[config.mk]
export PLATFORM = sky130hd
export DESIGN_NAME = stats_top
export DESIGN_NICKNAME = d
export VERILOG_FILES = /design/src/common/stats_pkg.sv /design/src/channel/channel_monitor.sv /design/src/hw/stats_ram.sv /design/src/hw/stats_top.sv /design/src/hw/up_down_counter.sv /design/src/hw/wb_arbiter.sv
export VERILOG_INCLUDE_DIRS = /design/src /design/src/common
export SDC_FILE = /design/constraint.sdc
export NUM_CORES = 1
export LEC_CHECK = 0
export BUFFER_PORTS_ARGS = -buffer_cell sky130_fd_sc_hd__buf_2
export CAP_MARGIN = 20
export CORE_ASPECT_RATIO = 0.6
export CORE_UTILIZATION = 48
export CTS_CLUSTER_SIZE = 20
export DETAILED_ROUTE_END_ITERATION = 6
export GPL_ROUTABILITY_DRIVEN = 0
export PLACE_DENSITY = 0.67
export SYNTH_ARGS = -nofsm -noshare
export SYNTH_HDL_FRONTEND = slang
export SYNTH_SLANG_ARGS = --single-unit
[constraint.sdc]
create_clock -name clk -period 4.4 [get_ports clk]
set_input_delay 1.32 -clock clk [delete_from_list [all_inputs] [get_ports clk]]
set_output_delay 1.32 -clock clk [all_outputs]
set_load 0.1 [all_outputs]
[src/common/stats_settings.svh]
`ifndef STATS_SETTINGS_SVH
`define STATS_SETTINGS_SVH

// Width of one channel count, which also fills the low byte of a snapshot word
`define STATS_COUNT_W 8

// Largest amount a counter may move up or down in a single cycle
`define STATS_MAX_CHANGE 3

// Snapshot slots per channel, kept as a power of two so the slot index wraps
`define STATS_SLOTS 4

// RAM word address, channel number times STATS_SLOTS plus the slot
`define STATS_ADDR_W 3

`endif

[src/common/stats_pkg.sv]
`include "stats_settings.svh"

package stats_pkg;

  // --------------------
  // Counter types
  // --------------------

  // One channel count
  typedef logic [`STATS_COUNT_W-1:0] count_t;

  // Wide enough to hold any change from zero up to STATS_MAX_CHANGE
  typedef logic [$clog2(`STATS_MAX_CHANGE + 1)-1:0] change_t;

  // --------------------
  // Bus types
  // --------------------

  // Word address into the statistics RAM
  typedef logic [`STATS_ADDR_W-1:0] wb_addr_t;

  // Snapshot word with the sequence number in the upper byte and the count below
  typedef logic [15:0] wb_data_t;

  // Grant index of the arbiter, which is also the round-robin order
  typedef enum logic [1:0] {
    mst_host = 2'd0,
    mst_ch0  = 2'd1,
    mst_ch1  = 2'd2
  } master_t;

endpackage

[src/channel/channel_monitor.sv]
`timescale 1ns/100ps
`include "stats_settings.svh"

// Counts the events of one channel and writes a snapshot of the count
// into that channel's ring of RAM slots as a Wishbone classic master
module channel_monitor #(
  parameter int ChannelId = 0,
  parameter bit Saturate  = 1'b0
) (
  input  logic                clk,
  input  logic                arst_n,
  input  logic                incr_valid,
  input  stats_pkg::change_t  incr,
  input  logic                decr_valid,
  input  stats_pkg::change_t  decr,
  input  logic                snapshot,
  input  logic                clear,
  output logic                busy,
  output logic                cyc,
  output logic                stb,
  output logic                we,
  output stats_pkg::wb_addr_t adr,
  output stats_pkg::wb_data_t dat_w,
  input  logic                ack
);

  localparam int SlotW = $clog2(`STATS_SLOTS);

  typedef enum logic {
    st_idle,
    st_write
  } state_t;

  state_t            state;
  logic              capture;
  stats_pkg::count_t count;
  logic [SlotW-1:0]  slot;
  logic [7:0]        seq;

  // A snapshot is only taken while no write is pending, the others are dropped
  assign busy    = (state == st_write);
  assign capture = snapshot && !busy;

  // Events keep counting while the write waits for its ack
  // A clear restarts the count from zero plus the changes of the capture cycle
  up_down_counter #(
    .Saturate(Saturate)
  ) u_counter (
    .clk       (clk),
    .arst_n    (arst_n),
    .reinit    (capture && clear),
    .incr_valid(incr_valid),
    .incr      (incr),
    .decr_valid(decr_valid),
    .decr      (decr),
    .value     (count)
  );

  // --------------------
  // Write master
  // --------------------

  // The bus cycle lasts exactly as long as the write is pending
  assign cyc = busy;
  assign we  = busy;

  always_ff @(posedge clk or negedge arst_n) begin
    if (!arst_n) begin
      state <= st_idle;
      stb   <= 1'b0;
      slot  <= '0;
      seq   <= '0;
    end else begin
      case (state)
        st_idle: begin
          if (capture) begin
            state <= st_write;
            stb   <= 1'b1;
          end
        end
        st_write: begin
          // The ack cycle still shows cyc and stb, both drop after it
          if (ack) begin
            state <= st_idle;
            stb   <= 1'b0;
            slot  <= slot + 1'b1;
            seq   <= seq + 8'd1;
          end
        end
        default: state <= st_idle;
      endcase
    end
  end

  // Address and word are frozen at capture and held through the whole cycle
  always_ff @(posedge clk) begin
    if (capture) begin
      adr   <= stats_pkg::wb_addr_t'(ChannelId * `STATS_SLOTS + int'(slot));
      dat_w <= stats_pkg::wb_data_t'({seq, count});
    end
  end

  // --------------------
  // Checks
  // --------------------

  stb_inside_cyc_a : assert property (
    @(posedge clk) disable iff (!arst_n)
    $rose(stb) |-> cyc
  );

  // A dropped snapshot must not disturb the word that is waiting on the bus
  dropped_snapshot_a : assert property (
    @(posedge clk) disable iff (!arst_n)
    snapshot && busy |=> $stable(adr) && $stable(dat_w)
  );

endmodule

[src/hw/stats_ram.sv]
`timescale 1ns/100ps
`include "stats_settings.svh"

// Wishbone classic slave holding the snapshot words of both channels
module stats_ram (
  input  logic                clk,
  input  logic                arst_n,
  input  logic                cyc,
  input  logic                stb,
  input  logic                we,
  input  stats_pkg::wb_addr_t adr,
  input  stats_pkg::wb_data_t dat_w,
  output logic                ack,
  output stats_pkg::wb_data_t dat_r
);

  localparam int Depth = 1 << `STATS_ADDR_W;

  stats_pkg::wb_data_t mem [Depth];
  logic                access;

  // A strobe is served once, the cycle with ack high does not count again
  assign access = cyc && stb && !ack;

  // Slots read back as zero until their first snapshot lands
  always_ff @(posedge clk or negedge arst_n) begin
    if (!arst_n) begin
      ack <= 1'b0;
      for (int i = 0; i < Depth; i++) begin
        mem[i] <= '0;
      end
    end else begin
      ack <= access;
      if (access && we) begin
        mem[adr] <= dat_w;
      end
    end
  end

  // Read data comes out together with ack
  always_ff @(posedge clk) begin
    if (access) begin
      dat_r <= mem[adr];
    end
  end

endmodule

[src/hw/stats_top.sv]
`timescale 1ns/100ps

// Two channel monitors and a host reader sharing one statistics RAM
module stats_top (
  input  logic                clk,
  input  logic                arst_n,
  input  logic                ch0_incr_valid,
  input  stats_pkg::change_t  ch0_incr,
  input  logic                ch0_decr_valid,
  input  stats_pkg::change_t  ch0_decr,
  input  logic                ch0_snapshot,
  input  logic                ch0_clear,
  output logic                ch0_busy,
  input  logic                ch1_incr_valid,
  input  stats_pkg::change_t  ch1_incr,
  input  logic                ch1_decr_valid,
  input  stats_pkg::change_t  ch1_decr,
  input  logic                ch1_snapshot,
  input  logic                ch1_clear,
  output logic                ch1_busy,
  input  logic                host_cyc,
  input  logic                host_stb,
  input  stats_pkg::wb_addr_t host_adr,
  output logic                host_ack,
  output stats_pkg::wb_data_t host_dat_r
);

  // --------------------
  // Bus wires
  // --------------------

  logic                ch0_cyc;
  logic                ch0_stb;
  logic                ch0_we;
  stats_pkg::wb_addr_t ch0_adr;
  stats_pkg::wb_data_t ch0_dat_w;
  logic                ch0_ack;
  logic                ch1_cyc;
  logic                ch1_stb;
  logic                ch1_we;
  stats_pkg::wb_addr_t ch1_adr;
  stats_pkg::wb_data_t ch1_dat_w;
  logic                ch1_ack;
  logic                s_cyc;
  logic                s_stb;
  logic                s_we;
  stats_pkg::wb_addr_t s_adr;
  stats_pkg::wb_data_t s_dat_w;
  logic                s_ack;
  stats_pkg::wb_data_t s_dat_r;

  // Channel 0 clamps at its bounds
  channel_monitor #(
    .ChannelId(0),
    .Saturate (1'b1)
  ) u_ch0 (
    .clk       (clk),
    .arst_n    (arst_n),
    .incr_valid(ch0_incr_valid),
    .incr      (ch0_incr),
    .decr_valid(ch0_decr_valid),
    .decr      (ch0_decr),
    .snapshot  (ch0_snapshot),
    .clear     (ch0_clear),
    .busy      (ch0_busy),
    .cyc       (ch0_cyc),
    .stb       (ch0_stb),
    .we        (ch0_we),
    .adr       (ch0_adr),
    .dat_w     (ch0_dat_w),
    .ack       (ch0_ack)
  );

  // Channel 1 wraps around
  channel_monitor #(
    .ChannelId(1),
    .Saturate (1'b0)
  ) u_ch1 (
    .clk       (clk),
    .arst_n    (arst_n),
    .incr_valid(ch1_incr_valid),
    .incr      (ch1_incr),
    .decr_valid(ch1_decr_valid),
    .decr      (ch1_decr),
    .snapshot  (ch1_snapshot),
    .clear     (ch1_clear),
    .busy      (ch1_busy),
    .cyc       (ch1_cyc),
    .stb       (ch1_stb),
    .we        (ch1_we),
    .adr       (ch1_adr),
    .dat_w     (ch1_dat_w),
    .ack       (ch1_ack)
  );

  // The host only reads, so its write side is tied off here
  // The monitors never read, their read data stays open
  wb_arbiter u_arbiter (
    .clk       (clk),
    .arst_n    (arst_n),
    .host_cyc  (host_cyc),
    .host_stb  (host_stb),
    .host_we   (1'b0),
    .host_adr  (host_adr),
    .host_dat_w('0),
    .host_ack  (host_ack),
    .host_dat_r(host_dat_r),
    .ch0_cyc   (ch0_cyc),
    .ch0_stb   (ch0_stb),
    .ch0_we    (ch0_we),
    .ch0_adr   (ch0_adr),
    .ch0_dat_w (ch0_dat_w),
    .ch0_ack   (ch0_ack),
    .ch0_dat_r (),
    .ch1_cyc   (ch1_cyc),
    .ch1_stb   (ch1_stb),
    .ch1_we    (ch1_we),
    .ch1_adr   (ch1_adr),
    .ch1_dat_w (ch1_dat_w),
    .ch1_ack   (ch1_ack),
    .ch1_dat_r (),
    .s_cyc     (s_cyc),
    .s_stb     (s_stb),
    .s_we      (s_we),
    .s_adr     (s_adr),
    .s_dat_w   (s_dat_w),
    .s_ack     (s_ack),
    .s_dat_r   (s_dat_r)
  );

  stats_ram u_ram (
    .clk   (clk),
    .arst_n(arst_n),
    .cyc   (s_cyc),
    .stb   (s_stb),
    .we    (s_we),
    .adr   (s_adr),
    .dat_w (s_dat_w),
    .ack   (s_ack),
    .dat_r (s_dat_r)
  );

endmodule

[src/hw/up_down_counter.sv]
`timescale 1ns/100ps

// Up/down event counter with a bounded change per cycle
// The result either clamps at the ends of the count range or wraps around it
module up_down_counter #(
  parameter bit Saturate = 1'b0
) (
  input  logic               clk,
  input  logic               arst_n,
  input  logic               reinit,
  input  logic               incr_valid,
  input  stats_pkg::change_t incr,
  input  logic               decr_valid,
  input  stats_pkg::change_t decr,
  output stats_pkg::count_t  value
);

  localparam int CountW = $bits(stats_pkg::count_t);
  // Two extra bits hold the carry above the top and the sign below zero
  localparam int TempW  = CountW + 2;

  stats_pkg::change_t incr_qual;
  stats_pkg::change_t decr_qual;
  stats_pkg::count_t  base;
  stats_pkg::count_t  value_next;
  logic [TempW-1:0]   value_temp;
  logic               value_loaden;

  // --------------------
  // Next value
  // --------------------

  // A change only counts when its valid is set
  assign incr_qual = incr_valid ? incr : '0;
  assign decr_qual = decr_valid ? decr : '0;

  // On reinit the changes of the same cycle apply to zero instead of the old value
  assign base = reinit ? '0 : value;

  assign value_temp = TempW'(base) + TempW'(incr_qual) - TempW'(decr_qual);

  if (Saturate) begin : gen_saturate
    logic underflow;
    logic overflow;

    // The sign bit is only set when the sum went below zero
    assign underflow  = value_temp[CountW+1];
    // Otherwise a set carry bit means the sum passed the top of the range
    assign overflow   = !underflow && value_temp[CountW];
    assign value_next = underflow ? '0 : (overflow ? '1 : value_temp[CountW-1:0]);
  end else begin : gen_wrap
    // Dropping the upper bits is the modulo of a power of two range
    assign value_next = value_temp[CountW-1:0];
  end

  // --------------------
  // Value register
  // --------------------

  // Idle cycles leave the register alone
  assign value_loaden = reinit || incr_valid || decr_valid;

  always_ff @(posedge clk or negedge arst_n) begin
    if (!arst_n) begin
      value <= '0;
    end else if (value_loaden) begin
      value <= value_next;
    end
  end

  // --------------------
  // Checks
  // --------------------

  // Without a change or a reinit the count must not move
  value_holds_a : assert property (
    @(posedge clk) disable iff (!arst_n)
    !reinit && !incr_valid && !decr_valid |=> value == $past(value)
  );

  // A bare reinit lands on zero one cycle later
  reinit_zero_a : assert property (
    @(posedge clk) disable iff (!arst_n)
    reinit && !incr_valid && !decr_valid |=> value == '0
  );

endmodule

[src/hw/wb_arbiter.sv]
`timescale 1ns/100ps

// Round-robin arbiter that lets three Wishbone classic masters share one slave
module wb_arbiter (
  input  logic                clk,
  input  logic                arst_n,
  input  logic                host_cyc,
  input  logic                host_stb,
  input  logic                host_we,
  input  stats_pkg::wb_addr_t host_adr,
  input  stats_pkg::wb_data_t host_dat_w,
  output logic                host_ack,
  output stats_pkg::wb_data_t host_dat_r,
  input  logic                ch0_cyc,
  input  logic                ch0_stb,
  input  logic                ch0_we,
  input  stats_pkg::wb_addr_t ch0_adr,
  input  stats_pkg::wb_data_t ch0_dat_w,
  output logic                ch0_ack,
  output stats_pkg::wb_data_t ch0_dat_r,
  input  logic                ch1_cyc,
  input  logic                ch1_stb,
  input  logic                ch1_we,
  input  stats_pkg::wb_addr_t ch1_adr,
  input  stats_pkg::wb_data_t ch1_dat_w,
  output logic                ch1_ack,
  output stats_pkg::wb_data_t ch1_dat_r,
  output logic                s_cyc,
  output logic                s_stb,
  output logic                s_we,
  output stats_pkg::wb_addr_t s_adr,
  output stats_pkg::wb_data_t s_dat_w,
  input  logic                s_ack,
  input  stats_pkg::wb_data_t s_dat_r
);

  localparam int NumMasters = 3;

  logic [NumMasters-1:0] req;
  stats_pkg::master_t    grant;
  stats_pkg::master_t    last;
  stats_pkg::master_t    pick;
  logic                  pick_valid;
  logic                  owner_valid;
  logic                  grant_cyc;
  logic                  grant_stb;

  // Bit positions follow the encoding of master_t
  assign req = {ch1_cyc, ch0_cyc, host_cyc};

  // --------------------
  // Round-robin pick
  // --------------------

  // Walks backwards so the first requester after the last served one wins
  always_comb begin
    int idx;
    pick       = last;
    pick_valid = 1'b0;
    for (int i = NumMasters; i >= 1; i--) begin
      idx = (int'(last) + i) % NumMasters;
      if (req[idx]) begin
        pick       = stats_pkg::master_t'(idx[1:0]);
        pick_valid = 1'b1;
      end
    end
  end

  // Grants only on an idle bus and releases once the owner drops cyc
  // Reset leaves ch1 as the last served so the host comes first
  always_ff @(posedge clk or negedge arst_n) begin
    if (!arst_n) begin
      owner_valid <= 1'b0;
      grant       <= stats_pkg::mst_host;
      last        <= stats_pkg::mst_ch1;
    end else if (!owner_valid) begin
      if (pick_valid) begin
        grant       <= pick;
        owner_valid <= 1'b1;
      end
    end else if (!grant_cyc) begin
      owner_valid <= 1'b0;
      last        <= grant;
    end
  end

  // --------------------
  // Request and response paths
  // --------------------

  always_comb begin
    case (grant)
      stats_pkg::mst_host: begin
        grant_cyc = host_cyc;
        grant_stb = host_stb;
        s_we      = host_we;
        s_adr     = host_adr;
        s_dat_w   = host_dat_w;
      end
      stats_pkg::mst_ch0: begin
        grant_cyc = ch0_cyc;
        grant_stb = ch0_stb;
        s_we      = ch0_we;
        s_adr     = ch0_adr;
        s_dat_w   = ch0_dat_w;
      end
      default: begin
        grant_cyc = ch1_cyc;
        grant_stb = ch1_stb;
        s_we      = ch1_we;
        s_adr     = ch1_adr;
        s_dat_w   = ch1_dat_w;
      end
    endcase
  end

  // The slave sees nothing until a grant is in place
  assign s_cyc = owner_valid && grant_cyc;
  assign s_stb = owner_valid && grant_stb;

  // Only the owner gets the ack, read data is shared and qualified by it
  assign host_ack   = owner_valid && (grant == stats_pkg::mst_host) && s_ack;
  assign ch0_ack    = owner_valid && (grant == stats_pkg::mst_ch0) && s_ack;
  assign ch1_ack    = owner_valid && (grant == stats_pkg::mst_ch1) && s_ack;
  assign host_dat_r = s_dat_r;
  assign ch0_dat_r  = s_dat_r;
  assign ch1_dat_r  = s_dat_r;

  // An open bus cycle keeps its owner
  grant_stable_a : assert property (
    @(posedge clk) disable iff (!arst_n)
    owner_valid && grant_cyc |=> grant == $past(grant)
  );

endmodule

==> flow_summary.json <==
{
  "cp.required_ns": 4.73,
  "num_vias": 7040,
  "fillers": 1830,
  "synthCells": 857,
  "skew_ns": 0.0113,
  "power_frac_comb": 0.449,
  "finalCritPeriodShare": 0.864,
  "grt_max_degree": 106,
  "n_antenna_cell": 0,
  "slew_violations": 0,
  "wl_per_cell_um": 20.7,
  "ys_types": 66,
  "synth_edf_count": 52,
  "arrival_ns": 4.14,
  "port_buffers": 41,
  "dp_hpwl_mm": 16.8,
  "highest_layer": "met4",
  "multi_input_area_um2": 4590,
  "worstMarginPinSlew_ns": 1.04,
  "async_reset_ff_frac": 0.770,
  "ys_seq_area_frac": 0.547,
  "drc": 0,
  "p_clk_frac": 0.206,
  "grt_pass1_vias": 6946,
  "whs_path_depth": 1,
  "crit_path_start": "ch0_snapshot",
  "critPathMaxFanout": 8,
  "yosys_most_used_dff": "dfrtp_1",
  "cts_tree": "built",
  "r2r-start": "u_arbiter.grant[1]",
  "cts_root_buf": "clkbuf_16",
  "htreeDepth": 1,
  "crit_type": "in -> reg",
  "crit_path_start_kind": "input pin",
  "outcome": "complete, no violations",
  "grt_usage": 0.226,
  "switchingPower_mw": 4.11,
  "synth_seq_cells": 226,
  "p_seq_frac": 0.345,
  "swShare": 0.406,
  "report.final.hold_viol_count": 0,
  "clock_tree.buffer_depth": 3,
  "syn_nets": 907,
  "cts_setup_buffers": 0,
  "wirelength_mm": 25.2,
  "clock_latency_ns": 0.51,
  "drt_first_pass_iters": 7,
  "max_freq_ghz": 0.263,
  "die_w_um": 196,
  "cts_made_buffers": 22,
  "core.rowCount": 42,
  "netlist_area_um2": 10800,
  "postPlaceCellArea_um2": 11400,
  "endpoint_kind": "flop",
  "fin_tns_setup_ns": 0,
  "power.density_nw_per_um2": 825,
  "finalSetupViolCount": 0,
  "ir_drop_v": 0.000608,
  "final_cell_area_um2": 12300,
  "max_slew_margin": 0.296,
  "hold_path_class": "reg -> reg",
  "grt_overflow_total": 0,
  "clk_pin_slew_ns": 0.07,
  "wl_met3_mm": 1.51,
  "layout-drive-gt1-share": 0.300,
  "yosysWarnings": 0,
  "dr_wl_met2_mm": 10.5,
  "p_leak_nw": 5.46,
  "rsz0062_at_grt": "no",
  "fin_crit_ns": 3.80,
  "r2r_slack_ns": 0.97,
  "hold_end": "u_ch1.slot[1]",
  "grt_antenna_before_repair": 0,
  "syn_avg_cell_area_um2": 12.6,
  "core_um2": 22100,
  "hold_buffers": 0,
  "p_int_mw": 6.01,
  "start_util": 0.490,
  "cts_resized": 0,
  "cts.sinks": 226,
  "drt-initial-drc-count": 494,
  "timing.rr.end": "u_ram.dat_r[12]",
  "wl_met1_mm": 12.8,
  "ff2ff_path_depth": 6,
  "grt_pass1_wl_mm": 40.6,
  "via_per_inst": 5.78,
  "die_h_um": 118,
  "pin_count": 42,
  "regArea_um2": 5920,
  "areaGrowthSynthToFinish_pct": 13.4,
  "dieArea_um2": 23200,
  "maxCapViolCount": 0,
  "ant_nets": 0,
  "hp-start": "u_ch1.slot[1]",
  "nets": 965
}
==> worst max-delay path by stage <==
stage	endpoint	slack, ns	cells past startpoint
floorplan	host_ack	0.09	4
global placement	u_ch0.u_counter.value[1]	0.25	12
detailed placement	u_ch0.u_counter.value[3]	0.15	12
CTS	u_ch0.u_counter.value[2]	0.67	12
global route	u_ch0.u_counter.value[2]	0.33	12
finish	u_ch0.u_counter.value[3]	0.60	12
==> stage by stage <==
stage,utilization,setup WS (ns),cells,hold slack [ns],power (mW)
2_1_floorplan,-,0.0949,857,0.439,6.84
3_3_place_gp,0.519,0.252,1176,0.458,7.91
3_5_place_dp,0.519,0.151,1176,0.466,8.02
4_1_cts,0.556,0.666,1216,0.475,10.1
5_1_grt,0.556,0.335,1217,0.483,10.7
6_report,0.556,0.597,1217,0.469,10.1
==> flip-flops by register name, indices dropped and copies added, names as in the netlist <==
register / count
u_arbiter.grant: 2
u_arbiter.last: 2
u_arbiter.owner_valid: 1
u_ch0.adr: 2
u_ch0.busy: 1
u_ch0.dat_w: 16
u_ch0.seq: 8
u_ch0.slot: 2
u_ch0.stb: 1
u_ch0.u_counter.value: 8
u_ch1.adr: 2
u_ch1.busy: 1
u_ch1.dat_w: 16
u_ch1.seq: 8
u_ch1.slot: 2
u_ch1.stb: 1
u_ch1.u_counter.value: 8
u_ram.ack: 1
u_ram.dat_r: 16
u_ram.mem: 128
==> layer usage <==
layer  vias to the layer above  GRT usage
li1                       3245          -
met1                      3571      0.366
met2                       196      0.320
met3                        28     0.0374
met4                         0     0.0352
met5                         -          0
==> Yosys cell counts (3+ instances only) <==
cell type | number | area, um2
a21o_1 | 6 | 45.0
a21oi_1 | 25 | 125
a221o_1 | 4 | 40.0
a221oi_1 | 10 | 87.6
a22o_1 | 6 | 52.6
a22oi_1 | 12 | 90.1
a311oi_1 | 8 | 70.1
a31oi_1 | 4 | 25.0
and2_1 | 11 | 68.8
and3_1 | 7 | 43.8
and4_1 | 3 | 26.3
buf_2 | 10 | 50.1
buf_6 | 3 | 33.8
clkbuf_1 | 24 | 90.1
dfrtp_1 | 173 | 4330
edfxtp_1 | 52 | 1560
fa_1 | 4 | 80.1
ha_1 | 23 | 288
inv_1 | 31 | 116
mux2_2 | 135 | 1520
mux2_4 | 11 | 165
mux2i_1 | 9 | 90.1
mux4_2 | 7 | 158
nand2_1 | 89 | 334
nand2b_1 | 9 | 56.3
nand3_1 | 13 | 65.1
nand4_1 | 5 | 31.3
nor2_1 | 39 | 146
nor2b_1 | 5 | 31.3
nor3_1 | 3 | 15.0
nor3_2 | 3 | 30.0
nor4_4 | 5 | 106
o2111ai_1 | 4 | 35.0
o211ai_1 | 7 | 52.6
o21ai_0 | 26 | 130
o221ai_1 | 3 | 26.3
or3_1 | 3 | 18.8
xnor2_1 | 14 | 123
xor2_1 | 13 | 114
==> worst max-delay path: stages <==
cell	delay, ns
buf_2	0.09
nor2b_4	0.16
nand2_1	0.10
and2_1	0.18
fa_1	0.50
inv_1	0.07
fa_1	0.44
nand2b_1	0.18
a21oi_1	0.17
a21boi_0	0.13
xor2_1	0.59
a311oi_1	0.19
==> power by group through the flow <==
stage	sequential, mW	combinational, mW	clock (mW)
2_1_floorplan	3.94	2.90	0
3_3_place_gp	3.50	4.41	0
3_5_place_dp	3.51	4.50	0
4_1_cts	3.49	4.53	2.13
5_1_grt	3.59	4.93	2.21
6_report	3.49	4.54	2.09
==> cell usage in the layout, fill, tap and decap left out, drive strengths merged, types with 13 or more instances in the layout <==
master  Yosys  routed
dfrtp     173     173
mux2      146     146
nand2      89      89
buf        16      73
edfxtp     52      52
nor2       39      39
inv        31      32
clkbuf     24      27
o21ai      26      26
a21oi      25      25
ha         23      23
xnor2      14      14
nand3      13      13
xor2       13      13
==> final cells by class <==
type / instances / share of cell area
repair buffers: 74 / 0.0384
flip-flops and latches: 226 / 0.482
multi-input cells: 559 / 0.374
well taps: 286 / 0.0292
clock inverters: 14 / 0.0141
clock buffers: 26 / 0.0521
inverters: 32 / 0.00979
==> logic make-up (layout without fill, tap and decap cells) <==
group,after synthesis,in the layout,share of synthesized area
buf+inv,72,146,0.0297
mux,163,163,0.180
flops,226,226,0.547
xor+xnor,27,27,0.0219
fa+ha+maj,27,27,0.0340
compound gates,141,141,0.0932
simple gates,201,201,0.0946
Note: power is estimated with default switching activity, not from simulation.
